### config.mk
export PLATFORM = sky130hd
export DESIGN_NAME = cpu
export DESIGN_NICKNAME = d
export VERILOG_FILES = /design/src/busPkg.sv /design/src/cpuPkg.sv /design/src/aluUnit.sv /design/src/controlUnit.sv /design/src/cpu.sv /design/src/datapath.sv /design/src/registerFile.sv
export SDC_FILE = /design/constraint.sdc
export NUM_CORES = 1
export LEC_CHECK = 0
export BUFFER_PORTS_ARGS = -buffer_cell sky130_fd_sc_hd__buf_2
export CORE_ASPECT_RATIO = 1.25
export CORE_UTILIZATION = 48
export DETAILED_ROUTE_END_ITERATION = 8
export SETUP_SLACK_MARGIN = 0.4
export SYNTH_ARGS = -nofsm -noshare
export SYNTH_HDL_FRONTEND = slang
export SYNTH_HIERARCHICAL = 1
export SYNTH_SLANG_ARGS = --single-unit
### constraint.sdc
create_clock -name clk -period 9.01 [get_ports clk]
set_clock_uncertainty 0.1 [all_clocks]
set_input_delay 0.901 -clock clk [delete_from_list [all_inputs] [get_ports clk]]
set_output_delay 0.901 -clock clk [all_outputs]
set_load 0.1 [all_outputs]
### src/busPkg.sv
`default_nettype none

package busPkg;
	localparam int AddrWidth = 16;
	localparam int DataWidth = 16;

	// master to slave half of a Wishbone classic port.
	typedef struct packed {
		logic cyc;
		logic stb;
		logic we;
		logic [AddrWidth-1:0] adr;
		logic [DataWidth-1:0] datW;
	} wbReqT;

	typedef struct packed {
		logic ack;
		logic [DataWidth-1:0] datR; // valid in the ack cycle.
	} wbRspT;
endpackage

`default_nettype wire

### src/cpuPkg.sv
`default_nettype none

package cpuPkg;
	localparam int WordSize = 16;
	localparam int NumRegs = 4;
	localparam int RegAddrWidth = $clog2(NumRegs);

	// instruction field layout.
	localparam int OpWidth = 4;
	localparam int FuncWidth = 6;
	localparam int ImmWidth = 8;
	localparam int TargetWidth = 12;
	localparam int OpLsb = 12;
	localparam int RsLsb = 10;
	localparam int RtLsb = 8;
	localparam int RdLsb = 6;

	localparam logic [RegAddrWidth-1:0] LinkReg = 2'd2; // jal and jrl write the return value here.

	typedef enum logic [OpWidth-1:0] {
		OpBne = 4'd0,
		OpBeq = 4'd1,
		OpBgz = 4'd2,
		OpBlz = 4'd3,
		OpAdi = 4'd4,
		OpOri = 4'd5,
		OpLhi = 4'd6,
		OpLwd = 4'd7,
		OpSwd = 4'd8,
		OpJmp = 4'd9,
		OpJal = 4'd10,
		OpRType = 4'd15
	} opcodeT;

	typedef enum logic [FuncWidth-1:0] {
		FnAdd = 6'd0,
		FnSub = 6'd1,
		FnAnd = 6'd2,
		FnOrr = 6'd3,
		FnNot = 6'd4,
		FnTcp = 6'd5,
		FnShl = 6'd6,
		FnShr = 6'd7,
		FnJpr = 6'd25,
		FnJrl = 6'd26,
		FnWwd = 6'd28,
		FnHlt = 6'd29
	} funcT;

	typedef enum logic [3:0] {
		AluAdd,
		AluSub,
		AluAnd,
		AluOr,
		AluNot,
		AluTcp,
		AluShl,
		AluShr,
		AluPassB,
		AluZero
	} aluOpT;

	typedef enum logic [1:0] {
		ExtSign,
		ExtZero,
		ExtHigh
	} extendT;

	typedef struct packed {
		logic jump;
		logic branch;
		logic memToReg;
		logic memRead;
		logic memWrite;
		logic regDst;
		logic regWrite;
		logic linkWrite;
		logic outputWrite;
		logic halt;
		aluOpT aluOp;
		logic aluSrc;
		extendT extendKind;
	} controlT;
endpackage

`default_nettype wire

### src/aluUnit.sv
`default_nettype none

module aluUnit (
	input logic [cpuPkg::WordSize-1:0] a,
	input logic [cpuPkg::WordSize-1:0] b,
	input cpuPkg::aluOpT op,
	input logic [1:0] branchKind,
	output logic [cpuPkg::WordSize-1:0] result,
	output logic branchTaken
);
	localparam int W = cpuPkg::WordSize;

	always_comb begin
		case (op)
			cpuPkg::AluAdd: result = a + b;
			cpuPkg::AluSub: result = a - b;
			cpuPkg::AluAnd: result = a & b;
			cpuPkg::AluOr: result = a | b;
			cpuPkg::AluNot: result = ~a;
			cpuPkg::AluTcp: result = ~a + W'(1);
			cpuPkg::AluShl: result = {a[W-2:0], 1'b0};
			cpuPkg::AluShr: result = {a[W-1], a[W-1:1]}; // arithmetic shift that keeps the sign bit.
			cpuPkg::AluPassB: result = b;
			default: result = '0;
		endcase
	end

	// branchKind is the low two opcode bits of a branch.
	always_comb begin
		case (branchKind)
			2'd0: branchTaken = (a != b);
			2'd1: branchTaken = (a == b);
			2'd2: branchTaken = !a[W-1] && (a != '0);
			default: branchTaken = a[W-1];
		endcase
	end
endmodule

`default_nettype wire

### src/controlUnit.sv
`default_nettype none

module controlUnit (
	input logic [cpuPkg::WordSize-1:0] instr,
	output cpuPkg::controlT ctrl
);
	cpuPkg::opcodeT opcode;
	cpuPkg::funcT func;

	assign opcode = cpuPkg::opcodeT'(instr[cpuPkg::OpLsb +: cpuPkg::OpWidth]);
	assign func = cpuPkg::funcT'(instr[cpuPkg::FuncWidth-1:0]);

	// register to register operation writing rd.
	function automatic cpuPkg::controlT rType(input cpuPkg::aluOpT op);
		cpuPkg::controlT c;
		c = '0;
		c.regDst = 1'b1;
		c.regWrite = 1'b1;
		c.aluOp = op;
		return c;
	endfunction

	always_comb begin
		ctrl = '0;
		case (opcode)
			cpuPkg::OpRType: begin
				case (func)
					cpuPkg::FnAdd: ctrl = rType(cpuPkg::AluAdd);
					cpuPkg::FnSub: ctrl = rType(cpuPkg::AluSub);
					cpuPkg::FnAnd: ctrl = rType(cpuPkg::AluAnd);
					cpuPkg::FnOrr: ctrl = rType(cpuPkg::AluOr);
					cpuPkg::FnNot: ctrl = rType(cpuPkg::AluNot);
					cpuPkg::FnTcp: ctrl = rType(cpuPkg::AluTcp);
					cpuPkg::FnShl: ctrl = rType(cpuPkg::AluShl);
					cpuPkg::FnShr: ctrl = rType(cpuPkg::AluShr);
					cpuPkg::FnJpr: ctrl.jump = 1'b1;
					cpuPkg::FnJrl: begin
						ctrl.jump = 1'b1;
						ctrl.linkWrite = 1'b1;
					end
					cpuPkg::FnWwd: ctrl.outputWrite = 1'b1;
					cpuPkg::FnHlt: ctrl.halt = 1'b1;
					default: ctrl = '0;
				endcase
			end
			cpuPkg::OpBne, cpuPkg::OpBeq, cpuPkg::OpBgz, cpuPkg::OpBlz: begin
				ctrl.branch = 1'b1; // the ALU compares rs with rt.
				ctrl.aluOp = cpuPkg::AluSub;
			end
			cpuPkg::OpAdi, cpuPkg::OpOri, cpuPkg::OpLhi: begin
				ctrl.regWrite = 1'b1;
				ctrl.aluSrc = 1'b1;
				if (opcode == cpuPkg::OpAdi) begin
					ctrl.aluOp = cpuPkg::AluAdd;
					ctrl.extendKind = cpuPkg::ExtSign;
				end else if (opcode == cpuPkg::OpOri) begin
					ctrl.aluOp = cpuPkg::AluOr;
					ctrl.extendKind = cpuPkg::ExtZero;
				end else begin
					ctrl.aluOp = cpuPkg::AluPassB;
					ctrl.extendKind = cpuPkg::ExtHigh;
				end
			end
			cpuPkg::OpLwd, cpuPkg::OpSwd: begin
				ctrl.aluSrc = 1'b1; // address is rs plus the signed offset.
				ctrl.aluOp = cpuPkg::AluAdd;
				ctrl.extendKind = cpuPkg::ExtSign;
				ctrl.memWrite = (opcode == cpuPkg::OpSwd);
				ctrl.memRead = (opcode == cpuPkg::OpLwd);
				ctrl.memToReg = (opcode == cpuPkg::OpLwd);
				ctrl.regWrite = (opcode == cpuPkg::OpLwd);
			end
			cpuPkg::OpJmp: ctrl.jump = 1'b1;
			cpuPkg::OpJal: begin
				ctrl.jump = 1'b1;
				ctrl.linkWrite = 1'b1;
			end
			default: ctrl = '0;
		endcase
	end
endmodule

`default_nettype wire

### src/cpu.sv
`default_nettype none

module cpu (
	input logic clk,
	input logic rstN,
	output busPkg::wbReqT busReq,
	input busPkg::wbRspT busRsp,
	output logic [cpuPkg::WordSize-1:0] outWord,
	output logic outValid,
	output logic halted
);
	logic [cpuPkg::WordSize-1:0] instr;
	cpuPkg::controlT ctrl;
	logic [cpuPkg::WordSize-1:0] aluA;
	logic [cpuPkg::WordSize-1:0] aluB;
	logic [cpuPkg::WordSize-1:0] aluResult;
	cpuPkg::aluOpT aluOp;
	logic [1:0] branchKind;
	logic branchTaken;
	logic [cpuPkg::RegAddrWidth-1:0] regAddrA;
	logic [cpuPkg::RegAddrWidth-1:0] regAddrB;
	logic [cpuPkg::RegAddrWidth-1:0] regWriteAddr;
	logic [cpuPkg::WordSize-1:0] regWriteData;
	logic [cpuPkg::WordSize-1:0] regDataA;
	logic [cpuPkg::WordSize-1:0] regDataB;
	logic regWrite;

	controlUnit control0 (.instr(instr), .ctrl(ctrl));

	datapath datapath0 (
		.clk(clk), .rstN(rstN), .busReq(busReq), .busRsp(busRsp),
		.instr(instr), .ctrl(ctrl), .aluA(aluA), .aluB(aluB), .aluOp(aluOp),
		.branchKind(branchKind), .aluResult(aluResult), .branchTaken(branchTaken),
		.regAddrA(regAddrA), .regAddrB(regAddrB), .regWriteAddr(regWriteAddr),
		.regWriteData(regWriteData), .regWrite(regWrite), .regDataA(regDataA),
		.regDataB(regDataB), .outWord(outWord), .outValid(outValid), .halted(halted)
	);

	aluUnit alu0 (
		.a(aluA), .b(aluB), .op(aluOp), .branchKind(branchKind),
		.result(aluResult), .branchTaken(branchTaken)
	);

	registerFile regs0 (
		.clk(clk), .rstN(rstN), .readAddrA(regAddrA), .readAddrB(regAddrB),
		.writeAddr(regWriteAddr), .writeData(regWriteData), .writeEnable(regWrite),
		.readDataA(regDataA), .readDataB(regDataB)
	);
endmodule

`default_nettype wire

### src/datapath.sv
`default_nettype none

module datapath (
	input logic clk,
	input logic rstN,
	output busPkg::wbReqT busReq,
	input busPkg::wbRspT busRsp,
	output logic [cpuPkg::WordSize-1:0] instr,
	input cpuPkg::controlT ctrl,
	output logic [cpuPkg::WordSize-1:0] aluA,
	output logic [cpuPkg::WordSize-1:0] aluB,
	output cpuPkg::aluOpT aluOp,
	output logic [1:0] branchKind,
	input logic [cpuPkg::WordSize-1:0] aluResult,
	input logic branchTaken,
	output logic [cpuPkg::RegAddrWidth-1:0] regAddrA,
	output logic [cpuPkg::RegAddrWidth-1:0] regAddrB,
	output logic [cpuPkg::RegAddrWidth-1:0] regWriteAddr,
	output logic [cpuPkg::WordSize-1:0] regWriteData,
	output logic regWrite,
	input logic [cpuPkg::WordSize-1:0] regDataA,
	input logic [cpuPkg::WordSize-1:0] regDataB,
	output logic [cpuPkg::WordSize-1:0] outWord,
	output logic outValid,
	output logic halted
);
	localparam int W = cpuPkg::WordSize;
	localparam int Imm = cpuPkg::ImmWidth;

	typedef enum logic [2:0] {
		StFetch,
		StDecode,
		StExecute,
		StMemory,
		StWriteBack,
		StHalted
	} stateT;

	stateT state;
	busPkg::wbReqT reqQ;
	logic [W-1:0] pc;
	logic [W-1:0] irQ;
	logic [W-1:0] mdrQ;
	logic [W-1:0] aQ;
	logic [W-1:0] bQ;
	logic [W-1:0] aluOutQ;
	logic [W-1:0] nextPcQ;
	logic [W-1:0] pcPlusOne;
	logic [W-1:0] immExt;
	logic [W-1:0] nextPc;
	logic jumpReg;

	assign instr = irQ;
	assign busReq = reqQ;
	assign regAddrA = irQ[cpuPkg::RsLsb +: cpuPkg::RegAddrWidth];
	assign regAddrB = irQ[cpuPkg::RtLsb +: cpuPkg::RegAddrWidth];
	assign pcPlusOne = pc + W'(1);
	assign jumpReg = cpuPkg::opcodeT'(irQ[cpuPkg::OpLsb +: cpuPkg::OpWidth]) == cpuPkg::OpRType;

	always_comb begin
		case (ctrl.extendKind)
			cpuPkg::ExtZero: immExt = {{(W-Imm){1'b0}}, irQ[Imm-1:0]};
			cpuPkg::ExtHigh: immExt = {irQ[Imm-1:0], {(W-Imm){1'b0}}};
			default: immExt = {{(W-Imm){irQ[Imm-1]}}, irQ[Imm-1:0]};
		endcase
	end

	assign aluA = aQ;
	assign aluB = ctrl.aluSrc ? immExt : bQ;
	assign aluOp = ctrl.aluOp;
	assign branchKind = irQ[cpuPkg::OpLsb +: 2];

	always_comb begin
		nextPc = pcPlusOne;
		if (ctrl.jump) begin
			nextPc = jumpReg ? aQ : {pc[W-1:cpuPkg::TargetWidth], irQ[cpuPkg::TargetWidth-1:0]};
		end else if (ctrl.branch && branchTaken) begin
			nextPc = pcPlusOne + immExt; // branches decode with sign extension.
		end
	end

	always_comb begin
		if (ctrl.linkWrite) begin
			regWriteAddr = cpuPkg::LinkReg;
		end else if (ctrl.regDst) begin
			regWriteAddr = irQ[cpuPkg::RdLsb +: cpuPkg::RegAddrWidth];
		end else begin
			regWriteAddr = irQ[cpuPkg::RtLsb +: cpuPkg::RegAddrWidth];
		end
	end

	assign regWriteData = ctrl.linkWrite ? pcPlusOne : (ctrl.memToReg ? mdrQ : aluOutQ);
	assign regWrite = (state == StWriteBack) && (ctrl.regWrite || ctrl.linkWrite);
	assign outWord = aQ;
	assign outValid = (state == StWriteBack) && ctrl.outputWrite;
	assign halted = (state == StHalted);

	always_ff @(posedge clk or negedge rstN) begin
		if (!rstN) begin
			state <= StFetch;
			pc <= '0;
			reqQ <= '0;
		end else begin
			case (state)
				StFetch: begin
					if (!reqQ.cyc) begin // first fetch after reset.
						reqQ <= '{cyc: 1'b1, stb: 1'b1, we: 1'b0, adr: pc, datW: '0};
					end else if (busRsp.ack) begin
						reqQ.cyc <= 1'b0;
						reqQ.stb <= 1'b0;
						state <= StDecode;
					end
				end
				StDecode: state <= ctrl.halt ? StHalted : StExecute;
				StExecute: begin
					if (ctrl.memRead || ctrl.memWrite) begin
						reqQ <= '{cyc: 1'b1, stb: 1'b1, we: ctrl.memWrite, adr: aluResult,
							datW: bQ};
						state <= StMemory;
					end else begin
						state <= StWriteBack;
					end
				end
				StMemory: begin
					if (busRsp.ack) begin
						reqQ.cyc <= 1'b0;
						reqQ.stb <= 1'b0;
						reqQ.we <= 1'b0;
						state <= StWriteBack;
					end
				end
				StWriteBack: begin
					// the next fetch goes out as this instruction retires.
					pc <= nextPcQ;
					reqQ <= '{cyc: 1'b1, stb: 1'b1, we: 1'b0, adr: nextPcQ, datW: '0};
					state <= StFetch;
				end
				StHalted: state <= StHalted;
				default: state <= StHalted;
			endcase
		end
	end

	always_ff @(posedge clk) begin
		if (state == StFetch && reqQ.cyc && busRsp.ack) irQ <= busRsp.datR;
		if (state == StDecode) begin
			aQ <= regDataA;
			bQ <= regDataB;
		end
		if (state == StExecute) begin
			aluOutQ <= aluResult;
			nextPcQ <= nextPc;
		end
		if (state == StMemory && busRsp.ack) mdrQ <= busRsp.datR;
	end
endmodule

`default_nettype wire

### src/registerFile.sv
`default_nettype none

module registerFile (
	input logic clk,
	input logic rstN,
	input logic [cpuPkg::RegAddrWidth-1:0] readAddrA,
	input logic [cpuPkg::RegAddrWidth-1:0] readAddrB,
	input logic [cpuPkg::RegAddrWidth-1:0] writeAddr,
	input logic [cpuPkg::WordSize-1:0] writeData,
	input logic writeEnable,
	output logic [cpuPkg::WordSize-1:0] readDataA,
	output logic [cpuPkg::WordSize-1:0] readDataB
);
	logic [cpuPkg::WordSize-1:0] regs [cpuPkg::NumRegs];

	always_ff @(posedge clk or negedge rstN) begin
		if (!rstN) begin
			for (int i = 0; i < cpuPkg::NumRegs; i++) begin
				regs[i] <= '0;
			end
		end else if (writeEnable) begin
			regs[writeAddr] <= writeData;
		end
	end

	// reads see the old value during a write cycle.
	assign readDataA = regs[readAddrA];
	assign readDataB = regs[readAddrB];
endmodule

`default_nettype wire

**Yosys cells after proc, flatten, opt, wreduce, memory -nomap -nowiden**

Cells that the tools add are included.
W data, S select, Z words.

- Reduce and logical (&&, ||, !) cells: 30
- Eq/ne operators: 47
- Bitwise operators: 6
- Muxes and demuxes: 52
- Add/subtract/negate cells: 5
- $lt $le $gt $ge: 4

Operators with widths:

| cell | count |
|---|---|
| $mux W16 | 11 |
| $pmux W16 S9 | 1 |
| $pmux W32 S3 | 1 |
| $bmux W16 S2 | 2 |
| $bwmux W64 | 1 |
| $pmux W6 S7 | 1 |
| $mux W35 | 1 |
| $mux W33 | 1 |
| $add A16 B1 Y16 const B | 2 |
| $add A16 B16 Y16 | 2 |
| $demux W16 S2 | 1 |
| $eq A4 B3 Y1 const B | 8 |
| $pmux W16 S2 | 1 |
| $eq A6 B3 Y1 const B | 4 |
| $eq A6 B5 Y1 const B | 4 |
| $eq A4 B4 Y1 const B | 5 |
| $mux W3 | 6 |
| $and A16 B16 Y16 | 1 |
| $eq A16 B16 Y1 | 1 |
| $eq A4 B2 Y1 const B | 4 |
| $mux W2 | 8 |
| $ne A16 B16 Y1 | 1 |
| $not A16 Y16 | 1 |
| $or A16 B16 Y16 | 1 |
| 40 further kinds | 75 |

- Output and inout bits: 53
- Input port bits: 19
- Register bits after elaboration: 214
- Word-level logic and storage cells: 161

**Longest topological paths before layout**

- Word-level depth: 12
- Depth in mapped cells: 24
- Depth with buffers taken out: 20

**By module**

The synthesis kept the hierarchy.

Modules (own cells, without submodules):

| module | sequential area each (µm²) | cells each | area each (µm²) | instances |
|---|---|---|---|---|
| datapath | 4234.1 | 672 | 7739.9 | 1 |
| registerFile | 1601.5 | 176 | 3174.3 | 1 |
| aluUnit | 0.0 | 462 | 2972.9 | 1 |
| controlUnit | 0.0 | 30 | 259.0 | 1 |

**Least setup slack after synthesis**

Ideal clock, no wire load.

- Kind: register -> register
- From: register datapath0.irQ[13], in the netlist datapath0/instr[13]
- To: register datapath0.nextPcQ[15] (data pin)
- Required time: 8.654 ns
- Data arrival time: 4.301 ns
- Path buffers: 4
- Stages on the path, launching flop included: 23
- Setup time: 0.256 ns
- Setup slack: 4.353 ns
- Period minus slack after synthesis: 4.657 ns
- Cell sequence: edfxtp_1 -> buf_4 -> buf_2 -> nor3b_2 -> inv_1 -> ha_1 -> nor2b_1 -> clkbuf_1 -> a21oi_1 -> a21oi_1 -> inv_1 -> ha_1 -> buf_2 -> nor2_1 -> nand2_1 -> nor4_1 -> nand2_1 -> a31oi_1 -> and2_1 -> nand2b_1 -> or3_1 -> a21oi_1 -> nor3_1

RTL lines:

| what | RTL line | source |
|---|---|---|
| start, declared | datapath.sv:42 | `logic [W-1:0] irQ;` |
| start signal, assigned | datapath.sv:145 | `if (state == StFetch && reqQ.cyc && busRsp.ack) irQ <= busRsp.datR;` |
| end signal, assigned | datapath.sv:152 | `nextPcQ <= nextPc;` |
| end, declared | datapath.sv:47 | `logic [W-1:0] nextPcQ;` |

==> flow_summary.toml <==
[timing]
fmax_mhz = 167
finalSetupViolCount = 0
period_share = 0.664
grt_setup_unrepaired = "no"
drv_slew = 0
hold_viol = 0
setup-tns-final_ns = 0
period_needed_ns = 5.99
worst_slack_ns = 3.02
worst_slew_pin_slew_ns = 1.07
slew_headroom = 0.284
fin_hold_ws_ns = 0.326

[clock_tree]
cts_htree_levels = 1
post_cts.repair.setup_buffers = 0
cts_resized = 0
clkSinkCount = 214
clk_latency_ns = 0.52
cts_buffers = 22
hold_buffers = 0
cts_tree = "yes"
cts.clk_slew.worst_paths_ns = 0.07
clock_tree.root_cell = "clkbuf_16"
clockBufferDepth = 3

[placement]
dp_hpwl_um = 31200
port_buffers = 71
placed_cell_area_um2 = 14700
place.gp.congestion = 0.935
dp_cells = 1721
pre_cts_slack_ns = 3.14

[final_layout]
finish.utilization = 0.537
regArea_um2 = 5840
final_nets = 1442
fill_cells = 2593
n_antenna_cell = 0
layout-drive-gt1-share = 0.207
area_growth_syn_to_layout_pct = 8.80
stdcell_area_um2 = 15400
final_cell_mix = "118 x dfrtp_1, 110 x nand2_1, 100 x nor2_1, 96 x mux2_2, 96 x edfxtp_1"
fin_cells = 1761
multi_input_area_um2 = 7610
final_common_cell = "dfrtp_1"

[setup_path]
crit_type = "reg -> reg"
r2r_start = "datapath0/instr[15]"
cp_max_fo = 14
cp.required_ns = 9.17
r2r-end = "datapath0/nextPcQ[15]"
reg2reg_slack_ns = 3.02
critPathArrivalTime_ns = 6.15
r2r_cells = 19
startpoint = "datapath0/instr[15]"
start_kind = "flip-flop"
cp-end-kind = "flip-flop"

[pwr]
powerDensity_nw_per_um2 = 392
seqPwrFrac = 0.304
finalPower_mw = 6.04
combinationalPowerShare = 0.548
leakagePower_nw = 6.35
switching_power_mw = 2.92
vdd_drop_max_mv = 0.213
p_int_mw = 3.11
swShare = 0.484
clock_power_share = 0.149

[synthesis]
synth_top_area_frac = 0.209
synth-main-ff-cell = "dfrtp_1"
synth_seq_area_share = 0.413
synth_nets = 1427
syn_avg_cell_area_um2 = 10.6
syn-cell-area_um2 = 14100
synth_cell_types = 84
async_reset_ff_frac = 0.551
yosysTopAreaCell = "dfrtp_1"
ys_top_cells_by_area = "dfrtp_1 21%, edfxtp_1 20%, mux2_2 7.6%"
ys_warn_count = 6
ys_seq_elements = 214
syn_inst = 1340
synth_edf_count = 96

[routing]
via_count = 10900
dr.first_iter.drc_count = 785
viasPerCell = 6.19
drc = 0
dr.pass1.iters = 6
wl_um = 41700
drtAntennaViolNets = 0
post_drt_wl_per_cell_um = 23.7

[status]
status = "finished, final reports clean"

[die]
ioPinCount = 72
die_x_um = 156
start_util = 0.494
dieArea_um2 = 30200
coreArea_um2 = 28700
die_h_um = 194
rows = 69

[global_route]
track_usage = 0.280
grt_overflow = 0
antenna_found_initial = 0
grt_max_degree = 70
grt_pass1_wl_um = 63600
grt_pass1_vias = 10700

[run]
drv_cap = 0

[min_path]
hp-class = "in -> async"
[flip-flops by register name (all words and copies together) (netlist names)]
register	flops
datapath0/mdrQ	16
datapath0/busReq	35
datapath0/state	3
datapath0/bQ	16
datapath0/aluA	16
datapath0/nextPcQ	16
regs0/regs	64
datapath0/aluOutQ	16
datapath0/pc	16
datapath0/instr	16
[metal layers]
layer  share of wire  GRT usage  vias to the layer above
met5               0          0                        -
met4           0.031     0.0948                        0
met3           0.055     0.0288                       90
met2            0.49      0.475                      389
met1            0.43      0.372                     5424
li1                -          -                     4998
[critical path: stages, from the launching register on]
cell	delay, ns
edfxtp_1	0.47
nand2b_1	0.29
nor3b_2	0.34
inv_1	0.08
ha_1	0.37
nor2b_1	0.43
a21oi_1	0.20
a21oi_1	0.37
inv_1	0.11
ha_1	0.46
nor2_1	0.28
nand2_1	0.18
nor4_1	0.29
nand2_1	0.15
a31oi_1	0.26
and2_1	0.56
nand2b_1	0.19
or3_1	0.39
a21oi_1	0.13
nor3_1	0.06
[synth_stat cells (4+ instances only)]
master / count
dfrtp_1: 118
nand2_1: 110
nor2_1: 101
edfxtp_1: 96
mux2_2: 96
a21oi_1: 82
ha_1: 65
inv_1: 61
o21ai_0: 56
clkbuf_1: 45
xnor2_1: 39
mux4_2: 33
buf_4: 31
mux2i_1: 27
a31oi_1: 25
a22oi_1: 21
nor3_1: 20
a22o_1: 19
a211oi_1: 18
buf_2: 17
nand3_1: 17
nor2b_1: 17
and3_1: 13
o21a_1: 13
a221oi_1: 12
nand2b_1: 11
o31ai_1: 11
xor2_1: 11
and2_1: 9
nand4_1: 8
o22ai_1: 8
a21o_1: 7
nor4_1: 7
a221o_1: 6
nor3b_1: 6
o2111ai_1: 6
o221ai_1: 6
xnor3_1: 6
o21ai_1: 5
o21bai_1: 5
or3_1: 5
buf_1: 4
o211ai_1: 4
[layout make-up]
type	count	area share
clock inverters	6	0.00439
well taps	390	0.0317
inverters	62	0.0151
multi-input cells	964	0.495
flip-flops and latches	214	0.379
repair buffers	91	0.0330
clock buffers	34	0.0419
[cell families (layout without fill, tap and decap cells)]
family,after synthesis,after routing,synth area share
XOR/XNOR,56,56,0.0405
buffers and inverters,162,193,0.0545
AND/OR/NAND/NOR,348,348,0.122
multiplexers,156,156,0.148
AO/OA/AOI/OAI,336,336,0.161
adder cells (fa/ha/maj),68,68,0.0617
flip-flops,214,214,0.413
[worst max-delay path by stage]
stage | to | cells past startpoint
CTS | datapath0/nextPcQ[15] | 19
finish | datapath0/nextPcQ[15] | 19
global placement | datapath0/nextPcQ[15] | 19
floorplan | datapath0/nextPcQ[15] | 22
global route | datapath0/nextPcQ[15] | 19
detailed placement | datapath0/nextPcQ[15] | 19
[power by group through the flow]
stage                     Sequential (mW)  Clock, mW  Combinational [mW]
after floorplan                      2.00          0                2.24
after global placement               1.83          0                3.25
after detailed placement             1.84          0                3.27
after CTS                            1.82      0.918                3.29
after global routing                 1.87      0.952                3.58
final                                1.83      0.897                3.31
(Power assumes the default switching activity.)
